$ cat src/spk_pkg.sv
package spk_pkg;

    // --------------------
    // widths
    // --------------------
    localparam int FW          = 59;
    localparam int FTW         = 3;
    localparam int SW          = 24;
    localparam int FIFO_AW     = 4;
    localparam int AXON_N      = 16;
    localparam int CFG_N       = 8;

    // axon block stays busy this many cycles after each accept
    localparam int BUSY_CYCLES = 2;

    // --------------------
    // flit fields
    // --------------------
    // type in the top bits, payload in the bottom 24
    // config flits carry the register address in bits 27..24
    typedef logic [FW-1:0]  flit_t;
    typedef logic [FTW-1:0] ftype_t;
    typedef logic [SW-1:0]  sdata_t;

    // saturating spike count per axon
    typedef logic [7:0]     cnt_t;

    // flit type codes
    localparam ftype_t FT_SPIKE    = 3'b000;
    localparam ftype_t FT_DATA     = 3'b001;
    localparam ftype_t FT_DATA_END = 3'b010;
    localparam ftype_t FT_WRITE    = 3'b110;
    localparam ftype_t FT_READ     = 3'b111;

    // --------------------
    // decoder FSM
    // --------------------
    typedef enum logic [1:0] {
        IDLE,
        S_WAIT,
        S_AXON,
        S_CONFIG
    } dec_state_t;

endpackage

$ cat src/axon_accum.sv
module axon_accum (
    input  logic            clk,
    input  logic            rst_n,
    input  logic            axon_vld,
    input  spk_pkg::ftype_t axon_type,
    input  spk_pkg::sdata_t axon_data,
    input  logic            axon_en,
    output logic            axon_busy,
    input  logic [3:0]      cnt_addr,
    output spk_pkg::cnt_t   cnt_rdata,
    output logic            pkt_vld,
    output spk_pkg::sdata_t pkt_sum
);
    import spk_pkg::*;

    cnt_t                               counters [AXON_N];
    sdata_t                             acc;
    logic [$clog2(BUSY_CYCLES+1)-1:0]   busy_cnt;
    logic                               is_spike;

    assign is_spike  = axon_vld && (axon_type == FT_SPIKE);
    assign cnt_rdata = counters[cnt_addr];
    assign axon_busy = (busy_cnt != '0);

    // --------------------
    // spike counters
    // --------------------
    always_ff @(posedge clk or negedge rst_n) begin
        if (!rst_n) begin
            for (int i = 0; i < AXON_N; i++) begin
                counters[i] <= '0;
            end
        end else if (is_spike && axon_en) begin
            // saturate at 255
            if (counters[axon_data[3:0]] != 8'hff) begin
                counters[axon_data[3:0]] <= counters[axon_data[3:0]] + 1'b1;
            end
        end
    end

    // --------------------
    // packet accumulator
    // --------------------
    always_ff @(posedge clk or negedge rst_n) begin
        if (!rst_n) begin
            acc     <= '0;
            pkt_vld <= 1'b0;
        end else begin
            pkt_vld <= 1'b0;
            if (axon_vld && axon_type == FT_DATA) begin
                acc <= acc + axon_data;
            end else if (axon_vld && axon_type == FT_DATA_END) begin
                acc     <= '0;
                pkt_vld <= 1'b1;
            end
        end
    end

    always_ff @(posedge clk) begin
        if (axon_vld && axon_type == FT_DATA_END) begin
            pkt_sum <= acc + axon_data;
        end
    end

    // busy window after each accept
    always_ff @(posedge clk or negedge rst_n) begin
        if (!rst_n) begin
            busy_cnt <= '0;
        end else if (axon_vld) begin
            busy_cnt <= $bits(busy_cnt)'(BUSY_CYCLES);
        end else if (busy_cnt != '0) begin
            busy_cnt <= busy_cnt - 1'b1;
        end
    end

    // decoder must honour the busy level
    a_vld_not_busy : assert property (@(posedge clk) disable iff (!rst_n)
        !(axon_vld && axon_busy))
        else $error("axon_accum: axon_vld while busy");

endmodule

$ cat src/config_regs.sv
module config_regs (
    input  logic            clk,
    input  logic            rst_n,
    input  logic            cfg_we,
    input  spk_pkg::flit_t  cfg_wdata,
    output logic            cfg_credit,
    output logic            rsp_vld,
    output spk_pkg::sdata_t rsp_data,
    output logic            axon_en,
    output logic [3:0]      cnt_addr,
    input  spk_pkg::cnt_t   cnt_rdata
);
    import spk_pkg::*;

    sdata_t     regs [CFG_N];
    ftype_t     ftype;
    logic [3:0] addr;
    sdata_t     payload;

    // --------------------
    // config flit fields
    // --------------------
    assign ftype   = cfg_wdata[FW-1 -: FTW];
    assign addr    = cfg_wdata[27:24];
    assign payload = cfg_wdata[SW-1:0];

    // upper half of the address space maps onto axon counters 0..7
    assign cnt_addr = {1'b0, addr[2:0]};
    assign axon_en  = regs[0][0];

    always_ff @(posedge clk or negedge rst_n) begin
        if (!rst_n) begin
            regs[0] <= sdata_t'(1);
            for (int i = 1; i < CFG_N; i++) begin
                regs[i] <= '0;
            end
        end else if (cfg_we && ftype == FT_WRITE && !addr[3]) begin
            regs[addr[2:0]] <= payload;
        end
    end

    // read response and credit return
    always_ff @(posedge clk or negedge rst_n) begin
        if (!rst_n) begin
            rsp_vld    <= 1'b0;
            cfg_credit <= 1'b0;
        end else begin
            rsp_vld    <= cfg_we && (ftype == FT_READ);
            cfg_credit <= cfg_we;
        end
    end

    always_ff @(posedge clk) begin
        if (cfg_we && ftype == FT_READ) begin
            rsp_data <= addr[3] ? sdata_t'(cnt_rdata) : regs[addr[2:0]];
        end
    end

    // a new write must wait for the returned credit
    a_credit_gap : assert property (@(posedge clk) disable iff (!rst_n)
        cfg_credit |=> !cfg_we)
        else $error("config_regs: cfg_we before credit was taken back");

endmodule

$ cat src/flit_fifo.sv
module flit_fifo (
    input  logic           clk,
    input  logic           rst_n,
    input  logic           wr_en,
    input  logic           rd_en,
    input  spk_pkg::flit_t din,
    output spk_pkg::flit_t dout,
    output logic           empty,
    output logic           full
);
    import spk_pkg::*;

    flit_t              mem [1 << FIFO_AW];
    logic [FIFO_AW-1:0] wr_ptr;
    logic [FIFO_AW-1:0] rd_ptr;
    logic [FIFO_AW:0]   count;
    logic               push;
    logic               pop;

    assign full  = (count == {1'b1, {FIFO_AW{1'b0}}});
    assign empty = (count == '0);
    assign push  = wr_en && !full;
    assign pop   = rd_en && !empty;

    // storage and registered read port
    always_ff @(posedge clk) begin
        if (push) begin
            mem[wr_ptr] <= din;
        end
        if (pop) begin
            dout <= mem[rd_ptr];
        end
    end

    always_ff @(posedge clk or negedge rst_n) begin
        if (!rst_n) begin
            wr_ptr <= '0;
            rd_ptr <= '0;
            count  <= '0;
        end else begin
            if (push) begin
                wr_ptr <= wr_ptr + 1'b1;
            end
            if (pop) begin
                rd_ptr <= rd_ptr + 1'b1;
            end
            case ({push, pop})
                2'b10:   count <= count + 1'b1;
                2'b01:   count <= count - 1'b1;
                default: count <= count;
            endcase
        end
    end

    // router credits must keep writes away from a full buffer
    a_no_overflow : assert property (@(posedge clk) disable iff (!rst_n)
        !(wr_en && full))
        else $error("flit_fifo: write while full");

    a_no_underflow : assert property (@(posedge clk) disable iff (!rst_n)
        !(rd_en && empty))
        else $error("flit_fifo: read while empty");

endmodule

$ cat src/node_in_top.sv
module node_in_top (
    input  logic            clk,
    input  logic            rst_n,
    input  spk_pkg::flit_t  flit_in,
    input  logic            flit_in_wr,
    output logic            credit_out,
    output logic            pkt_vld,
    output spk_pkg::sdata_t pkt_sum,
    output logic            rsp_vld,
    output spk_pkg::sdata_t rsp_data
);
    import spk_pkg::*;

    flit_t      fifo_dout;
    logic       fifo_empty;
    logic       fifo_pop;
    logic       axon_busy;
    logic       axon_vld;
    ftype_t     axon_type;
    sdata_t     axon_data;
    logic       cfg_credit;
    logic       cfg_we;
    flit_t      cfg_wdata;
    logic       axon_en;
    logic [3:0] cnt_addr;
    cnt_t       cnt_rdata;

    // one router credit per flit leaving the buffer
    assign credit_out = fifo_pop;

    flit_fifo i_flit_fifo (
        .clk   (clk),
        .rst_n (rst_n),
        .wr_en (flit_in_wr),
        .rd_en (fifo_pop),
        .din   (flit_in),
        .dout  (fifo_dout),
        .empty (fifo_empty),
        .full  ()
    );

    spk_in_decode i_spk_in_decode (
        .clk        (clk),
        .rst_n      (rst_n),
        .fifo_empty (fifo_empty),
        .fifo_dout  (fifo_dout),
        .fifo_pop   (fifo_pop),
        .axon_busy  (axon_busy),
        .axon_vld   (axon_vld),
        .axon_type  (axon_type),
        .axon_data  (axon_data),
        .cfg_credit (cfg_credit),
        .cfg_we     (cfg_we),
        .cfg_wdata  (cfg_wdata)
    );

    axon_accum i_axon_accum (
        .clk       (clk),
        .rst_n     (rst_n),
        .axon_vld  (axon_vld),
        .axon_type (axon_type),
        .axon_data (axon_data),
        .axon_en   (axon_en),
        .axon_busy (axon_busy),
        .cnt_addr  (cnt_addr),
        .cnt_rdata (cnt_rdata),
        .pkt_vld   (pkt_vld),
        .pkt_sum   (pkt_sum)
    );

    config_regs i_config_regs (
        .clk        (clk),
        .rst_n      (rst_n),
        .cfg_we     (cfg_we),
        .cfg_wdata  (cfg_wdata),
        .cfg_credit (cfg_credit),
        .rsp_vld    (rsp_vld),
        .rsp_data   (rsp_data),
        .axon_en    (axon_en),
        .cnt_addr   (cnt_addr),
        .cnt_rdata  (cnt_rdata)
    );

endmodule

$ cat src/spk_in_decode.sv
module spk_in_decode (
    input  logic            clk,
    input  logic            rst_n,
    // flit FIFO
    input  logic            fifo_empty,
    input  spk_pkg::flit_t  fifo_dout,
    output logic            fifo_pop,
    // axon
    input  logic            axon_busy,
    output logic            axon_vld,
    output spk_pkg::ftype_t axon_type,
    output spk_pkg::sdata_t axon_data,
    // config
    input  logic            cfg_credit,
    output logic            cfg_we,
    output spk_pkg::flit_t  cfg_wdata
);
    import spk_pkg::*;

    dec_state_t cs;
    dec_state_t ns;
    ftype_t     ftype;
    logic       send_axon;
    logic       send_config;
    logic       credit_ok;

    // --------------------
    // flit classification
    // --------------------
    assign ftype = fifo_dout[FW-1 -: FTW];

    always_comb begin
        send_axon   = 1'b0;
        send_config = 1'b0;
        case (ftype)
            FT_SPIKE, FT_DATA, FT_DATA_END: send_axon   = 1'b1;
            FT_WRITE, FT_READ:              send_config = 1'b1;
            default:                        ;
        endcase
    end

    // --------------------
    // state machine
    // --------------------
    always_ff @(posedge clk or negedge rst_n) begin
        if (!rst_n) begin
            cs <= IDLE;
        end else begin
            cs <= ns;
        end
    end

    always_comb begin
        ns = cs;
        case (cs)
            IDLE: begin
                ns = fifo_empty ? IDLE : S_WAIT;
            end
            S_WAIT: begin
                if (send_axon) begin
                    ns = axon_busy ? S_WAIT : S_AXON;
                end else if (send_config) begin
                    ns = credit_ok ? S_CONFIG : S_WAIT;
                end else begin
                    // unknown type, drop the flit
                    ns = IDLE;
                end
            end
            S_AXON, S_CONFIG: begin
                ns = fifo_empty ? IDLE : S_WAIT;
            end
            default: begin
                ns = IDLE;
            end
        endcase
    end

    // pop on entry to S_WAIT, flit is on dout one cycle later
    assign fifo_pop = (ns == S_WAIT) && (cs != S_WAIT);
    assign axon_vld = (cs == S_AXON);
    assign cfg_we   = (cs == S_CONFIG);

    // output payload captured on the S_WAIT exit
    always_ff @(posedge clk) begin
        if (cs == S_WAIT && ns == S_AXON) begin
            axon_type <= ftype;
            axon_data <= fifo_dout[SW-1:0];
        end
        if (cs == S_WAIT && ns == S_CONFIG) begin
            cfg_wdata <= fifo_dout;
        end
    end

    // one-deep config credit
    always_ff @(posedge clk or negedge rst_n) begin
        if (!rst_n) begin
            credit_ok <= 1'b1;
        end else if (cfg_credit) begin
            credit_ok <= 1'b1;
        end else if (cfg_we) begin
            credit_ok <= 1'b0;
        end
    end

    a_one_target : assert property (@(posedge clk) disable iff (!rst_n)
        !(axon_vld && cfg_we))
        else $error("spk_in_decode: axon and config dispatch together");

endmodule

$ cat config.mk
export PLATFORM = sky130hd
export DESIGN_NAME = node_in_top
export DESIGN_NICKNAME = d
export VERILOG_FILES = /design/src/spk_pkg.sv /design/src/axon_accum.sv /design/src/config_regs.sv /design/src/flit_fifo.sv /design/src/node_in_top.sv /design/src/spk_in_decode.sv
export SDC_FILE = /design/constraint.sdc
export NUM_CORES = 1
export LEC_CHECK = 0
export ABC_CLOCK_PERIOD_IN_PS = 4150
export BUFFER_PORTS_ARGS = -buffer_cell sky130_fd_sc_hd__buf_2
export CAP_MARGIN = 20
export CORE_MARGIN = 3
export CORE_UTILIZATION = 59
export DETAILED_ROUTE_END_ITERATION = 16
export GPL_TIMING_DRIVEN = 0
export PLACE_DENSITY = 0.76
export SYNTH_ARGS = -nofsm -noshare
export SYNTH_HDL_FRONTEND = slang
export SYNTH_SLANG_ARGS = --single-unit
$ cat constraint.sdc
create_clock -name clk -period 4.15 [get_ports clk]
set_input_delay 0.6225 -clock clk [delete_from_list [all_inputs] [get_ports clk]]
set_output_delay 0.6225 -clock clk [all_outputs]
set_load 0.01 [all_outputs]
==> impl_metrics.csv, run 1 <==
group,metric,value,unit
detailed_routing,drt_iter0_drc,2592,
detailed_routing,wire_per_inst,28.34,um
grt,grt_max_degree,110,
synth,synth_commonest_cells,"edfxtp_1 (633), dfrtp_1 (363), mux2_2 (214)",
detailed_routing,firstDrtPassIters,5,
synth,synth_edf_count,633,
synth,synth_area_leaders,"edfxtp_1 (47%), dfrtp_1 (22%), mux4_2 (10%), mux2_2 (5.9%), a22oi_1 (1.6%)",
timing,skew,0.03678,ns
synth,synth.largest_area_cell,"edfxtp_1",
cts,cts_tree,"built",
synth,syn_nets,2457,
synth,synth_top_area_share,46.87,%
timing,drv_slew,0,
synth,ys_warn_count,0,
synth,avgSynthCellArea,17.19,um2
setup_path,critPathMaxFanout,10,
timing,hold_viol,0,
cts,htree_levels,3,
cts,cts-root-buf,"clkbuf_16",
finish,nets,2690,
synth,synth-seq-area-share,69.39,%
finish,multiInputGateArea,11830,um2
finish,regArea,28140,um2
setup_path,crit_top_cell,"buf_2",
min_path,hold_path_depth,1,
floorplanning,dieArea,71930,um2
cts,path_clk_slew,0.06,ns
synth,synth_most_common_cell,"edfxtp_1",
timing,grt_setup_unrepaired,"false",
setup_path,cp-start-kind,"register",
grt,antenna_found_initial,7,
pwr,power,0.02853,W
timing,whs,0.3148,ns
detailed_routing,drc,0,
timing,worst_pin_slew,1.091,ns
run,maxCapViolations,0,
setup_path,r2r-end,"i_axon_accum.acc[20]$_DFFE_PN0P_",
setup_path,max_stage_delay,0.49,ns
timing,relSlewSlack,26.68,%
grt,grt_pass1_vias,24140,
floorplanning,die_h,268.2,um
grt,grt_util_all_layers,28.81,%
setup_path,worstRegToRegCells,13,
placement,hpwl,63.49,mm
finish,fillers,4315,
timing,timing.final.ws_setup,0.2552,ns
pwr,powerDensity,618.2,nW/um2
grt,grt_overflow,0,
synth,ys_seq_elements,998,
grt,grt_pass1_wl,151.9,mm
synth,synthesis.area,40560,um2
floorplanning,initial_core_util,59.97,%
floorplanning,io_pins,113,
setup_path,regToRegSetupSlack,0.26,ns
setup_path,crit_required,4.75,ns
timing,period_minus_slack,3.895,ns
cts,cts_made_buffers,99,
finish,drive_gt1_share,27.88,%
setup_path,crit_path_end_kind,"register",
detailed_routing,vias,23070,
timing,fmax,256.8,MHz
cts,clock-sinks,998,
floorplanning,row_count,95,
placement,port_buffers,84,
run_status,status,"completed",
detailed_routing,wl,100.6,mm
cts,insertion_delay,0.68,ns
min_path,min_from,"flit_in[26]",
min_path,holdPathEnd,"i_flit_fifo.mem[11][26]$_DFFE_PP_",
min_path,hold_class,"in2reg",
synth,syn_inst,2359,
placement,dp_worst_setup_slack,0.1190,ns
floorplanning,coreArea,67630,um2
setup_path,path_cells,"buf_2, buf_2, buf_2, inv_1, fa_1, nor2b_1, o31a_1, o21a_1, o21ai_0, o21ai_1, a211oi_1, xnor2_1, a21o_1",
cts,clockBufferDepth,3,
synth,synth_flop_cell,"edfxtp_1",
pwr,peakVddDrop,0.4967,mV
setup_path,crit_type,"reg2reg",
setup_path,cp_slowest_cell,"fa_1",
timing,fin_crit_sh,93.85,%
timing,setup_viol,0,
detailed_routing,final_antenna_net_count,0,
finish,area_growth_syn_to_layout,13.80,%
setup_path,crit_arrival,4.49,ns
floorplanning,die_w,268.2,um
pwr,p_leak,17.64,nW
setup_path,r2r-start,"i_spk_in_decode.axon_data[1]$_DFFE_PP_",
detailed_routing,via_per_inst,6.496,
placement,place.gp.congestion,0.8937,
synth,async_reset_ff_share,36.57,%
synth,ys_types,58,
## timing repair
| action | in CTS | in global routing |
|---|---|---|
| endpoints found under the hold margin | 43 | 0 |
| buffers inserted | 0 | 0 |
| resized for setup | 0 | 5 |
| setup endpoints to repair | 0 | 21 |
| hold buffers | 1 | 0 |
## area by class of cell
cell class,count,area share (%)
Tap cell,873,2.366
Timing Repair Buffer,133,2.581
Sequential cell,998,60.98
Multi-Input combinational cell,1194,25.62
Clock buffer,139,5.915
Clock inverter,46,0.9406
Buffer,130,1.296
Antenna cell,2,0.01084
Inverter,36,0.2928
## critical path, delay by kind of cell (launching register included)
family	cells	cell delay [ns]
buffers and inverters	4	1.26
AO/OA/AOI/OAI	6	1.26
adder cells (fa/ha/maj)	1	0.49
flip-flops	1	0.36
AND/OR/NAND/NOR	1	0.16
XOR/XNOR	1	0.29
## placed cells by master, fill, tap and decap left out, drive strengths merged, types with 27 or more instances in the layout
cell and n:
a21oi 36, a22oi 89, buf 171, clkbuf 230, clkinv 36, dfrtp 363
edfxtp 633, ha 34, inv 40, mux2 214, mux4 189, nand2 176
nor2 60, o21ai 135, xnor2 27
## per-layer routing
layer	part of all wire [%]	GRT usage, %	up-vias	wire length (um)
met5	0.045	0	-	45
met4	3.6	10.51	8	3603
li1	-	-	9727	-
met3	7.1	4.807	261	7195
met2	52	49.17	1099	51860
met1	38	37.86	11970	37930
## report_power, final
part	internal (W)	total (W)	switching [W]	leakage, nW
Sequential	0.0121	0.0128	0.000696	10.8
Combinational	0.00295	0.00702	0.00407	5.29
Clock	0.00484	0.00869	0.00385	1.55
## stage by stage
| stage | setup TNS (ns) | std cells | area, um2 | util [%] |
|---|---|---|---|---|
| floorplan | 0 | 2359 | 40560 | - |
| global placement | -2099.89 | 3316 | 42070 | 62.21 |
| detailed placement | 0 | 3355 | 42830 | 63.33 |
| CTS | 0 | 3541 | 46010 | 68.03 |
| global route | 0 | 3549 | 46150 | 68.24 |
| finish | 0 | 3551 | 46160 | 68.25 |
## sequential cells by signal, summed over array words and instances (netlist names)
signal and count:
i_config_regs.rsp_vld 1, i_axon_accum.acc 24, i_spk_in_decode.axon_data 24, i_axon_accum.counters 128, i_axon_accum.pkt_vld 1, i_flit_fifo.count 5
i_config_regs.regs 191, i_spk_in_decode.cs 2, i_config_regs.rsp_data 24, i_spk_in_decode.cfg_wdata 31, i_flit_fifo.wr_ptr 4, i_config_regs.axon_en 1
i_spk_in_decode.credit_ok 1, i_axon_accum.busy_cnt 2, i_flit_fifo.dout 31, i_spk_in_decode.axon_type 3, i_flit_fifo.rd_ptr 4, i_flit_fifo.mem 496
i_axon_accum.pkt_sum 24, i_config_regs.cfg_credit 1
## logic make-up after synthesis
group           after synthesis  share of synthesized area, %
xor+xnor                     37                        0.7990
fa+ha+maj                    36                         1.148
mux                         424                         16.95
flops                       998                         69.39
simple gates                327                         3.930
compound gates              370                         5.963
buf+inv                     167                         1.814
## worst max-delay path by stage
stage | from | to | cells after the start
6_report | i_spk_in_decode.axon_data[1]$_DFFE_PP_ | i_axon_accum.acc[20]$_DFFE_PN0P_ | 13
5_1_grt | i_spk_in_decode.axon_data[1]$_DFFE_PP_ | i_axon_accum.counters[69]$_DFFE_PN0P_ | 13
4_1_cts | i_spk_in_decode.axon_data[1]$_DFFE_PP_ | i_axon_accum.counters[38]$_DFFE_PN0P_ | 12
3_5_place_dp | i_spk_in_decode.axon_data[1]$_DFFE_PP_ | i_axon_accum.counters[94]$_DFFE_PN0P_ | 12
3_3_place_gp | rst_n | i_axon_accum.acc[21]$_DFFE_PN0P_ | 1
2_1_floorplan | flit_in_wr | i_flit_fifo.mem[3][0]$_DFFE_PP_ | 4
(Power assumes the default switching activity.)
==> run 2: changes to the inputs <==
CORE_UTILIZATION = 55   (was 59)
PLACE_DENSITY = 0.72   (was 0.76)
==> run 2 against run 1 <==
  * Clock-buffer cell count down 15
  * Power rose by 1.6%
  * Clock skew fell by 0.013 ns
  * Clock power up 6.9%
  * Utilization is 3.8 points lower
  * Sequential power about the same
  * Maximum frequency is 2.3% lower
  * Hold slack better by 0.016 ns
  * Die area rose by 7.1%
  * Worst setup slack worse by 0.093 ns
  * First-iteration DRC count fell by 13%
  * Critical endpoint unchanged
  * Largest power group unchanged
  * Highest routed layer unchanged
==> impl_metrics.csv, run 2 (synthesis gave the netlist of run 1 again) <==
group,metric,value,unit
floorplanning,row_count,98,
cts,path_clk_slew,0.06,ns
timing,relSlewSlack,20.61,%
timing,fmax,250.8,MHz
setup_path,max_stage_delay,0.49,ns
cts,htree_levels,3,
detailed_routing,drc,0,
finish,largest_register_ff_count,496,
timing,drv_slew,0,
detailed_routing,firstDrtPassIters,5,
timing,grt_setup_unrepaired,"false",
timing,skew,0.02394,ns
finish,top_regs,"i_flit_fifo.mem (496), i_config_regs.regs (191), i_axon_accum.counters (128)",
cts,cts-root-buf,"clkbuf_16",
cts,clock-sinks,998,
detailed_routing,wl,96.99,mm
run,maxCapViolations,0,
grt,grt_max_degree,128,
pwr,p_leak,17.78,nW
floorplanning,initial_core_util,56.16,%
placement,port_buffers,84,
placement,hpwl,64.23,mm
timing,period_minus_slack,3.988,ns
cts,postCtsSetupBuffers,0,
floorplanning,coreArea,72220,um2
floorplanning,io_pins,113,
pwr,peakVddDrop,0.5003,mV
finish,nets,2690,
setup_path,crit_arrival,4.57,ns
grt,grt_pass1_vias,23710,
grt,antenna_found_initial,11,
cts,cts_made_buffers,99,
pwr,powerDensity,623.2,nW/um2
setup_path,crit_type,"reg2reg",
floorplanning,die_w,277.6,um
timing,hold_viol,0,
pwr,power,0.02899,W
setup_path,critPathMaxFanout,10,
finish,regMostFlops,"i_flit_fifo.mem",
detailed_routing,drt_iter0_drc,2259,
detailed_routing,final_antenna_net_count,0,
min_path,hold_class,"in2reg",
grt,grt_util_all_layers,25.40,%
timing,fin_crit_sh,96.09,%
placement,place.gp.congestion,0.9020,
cts,insertion_delay,0.66,ns
cts,clockBufferDepth,3,
finish,fin_cells,3630,
finish,final_cell_mix,"edfxtp_1 (633), dfrtp_1 (363), mux2_2 (214)",
setup_path,cp_slowest_cell,"fa_1",
finish,final_common_cell,"edfxtp_1",
grt,grt_pass1_wl,147.1,mm
timing,setup_viol,0,
placement,dp_cells,3432,
setup_path,crit_required,4.73,ns
floorplanning,dieArea,77040,um2
detailed_routing,via_per_inst,6.261,
floorplanning,die_h,277.6,um
detailed_routing,vias,22730,
timing,worst_pin_slew,1.191,ns
run_status,status,"completed",
setup_path,cp-start-kind,"register",
setup_path,crit_top_cell,"buf_2",
detailed_routing,wire_per_inst,26.72,um
finish,drive_gt1_share,28.49,%
setup_path,crit_path_end_kind,"register",
grt,grt_overflow,0,
cts,cts_tree,"built",
finish,area_growth_syn_to_layout,14.71,%
setup_path,path_cells,"buf_2, buf_2, buf_2, inv_1, fa_1, nor2b_1, o31a_1, o21a_1, o21ai_0, o21ai_1, a211oi_1, xnor2_1, a21o_1",
[run 2: cell count changes in the layout (fill, tap and decap cells not counted), sizes merged]
cell | before | now
clkbuf | 230 | 214
bufinv | 3 | 14
clkinvlp | 3 | 6
clkinv | 36 | 38
buf | 171 | 172
inv | 40 | 41
[run 2: per-layer routing]
metal,vias to the layer above,part of all wire (%),track usage (%)
met4,12,3.0,8.187
met5,-,0.084,0
met3,204,6.9,4.191
met2,934,51,42.75
li1,9731,-,-
met1,11850,39,34.25
[run 2: repair_timing]
action,4_1_cts,5_1_grt
hold buffers,1,0
gates resized for setup,0,6
endpoints found under the hold margin,60,0
setup endpoints to repair,0,25
[run 2: cell type report]
| class | instances | area, um2 |
|---|---|---|
| well taps | 950 | 1189 |
| clock buffers | 124 | 2671 |
| fillers | 4913 | 25700 |
| inverters | 36 | 135.1 |
| repair buffers | 133 | 1207 |
| flip-flops and latches | 998 | 28140 |
| clock inverters | 63 | 749.5 |
| multi-input cells | 1194 | 11830 |
| plain buffers | 130 | 598.1 |
| diodes | 2 | 5.005 |
[run 2: final timing paths]
check | from | endpoint | slack [ns] | cells after the start
worst min register to register | i_flit_fifo.dout[24]$_DFFE_PP_ | i_spk_in_decode.cfg_wdata[24]$_DFFE_PP_ | 0.43 | 0
min in group asynchronous | rst_n | i_axon_accum.counters[35]$_DFFE_PN0P_ | 0.50 | 2
worst min-delay path | flit_in[16] | i_flit_fifo.mem[15][16]$_DFFE_PP_ | 0.33 | 1
max in group asynchronous | rst_n | i_axon_accum.acc[21]$_DFFE_PN0P_ | 2.13 | 4
worst max register to register | i_spk_in_decode.axon_data[1]$_DFFE_PP_ | i_axon_accum.acc[20]$_DFFE_PN0P_ | 0.16 | 13
worst max-delay path | i_spk_in_decode.axon_data[1]$_DFFE_PP_ | i_axon_accum.acc[20]$_DFFE_PN0P_ | 0.16 | 13
[run 2: per-stage QoR]
step / utilization (%) / setup slack (ns) / hold slack, ns / setup TNS (ns) / instance area (um2)
after global placement: 58.39 / -4.449 / 0.4041 / -2058.56 / 42170
after floorplan: - / 0.3940 / 0.3269 / 0 / 40560
final: 64.42 / 0.1624 / 0.3306 / 0 / 46530
after detailed placement: 59.45 / 0.09740 / 0.4187 / 0 / 42940
after CTS: 64.20 / 0.07500 / 0.2813 / 0 / 46370
after global routing: 64.42 / 0.007776 / 0.3140 / 0 / 46520
[run 2: where the power goes]
group,switching [W],internal (W)
Clock,0.00381,0.00548
Combinational,0.00397,0.00295
Sequential,0.000663,0.0121
[run 2: worst max-delay path, delay by kind of cell, from the launching register on]
kind | cells | cell delay (ns)
and+or+nand+nor | 1 | 0.18
xor gates and xnor gates | 1 | 0.33
DFF | 1 | 0.38
buffers and inverters | 4 | 1.30
AOI/OAI and AO/OA | 6 | 1.23
adders and majority gates | 1 | 0.49
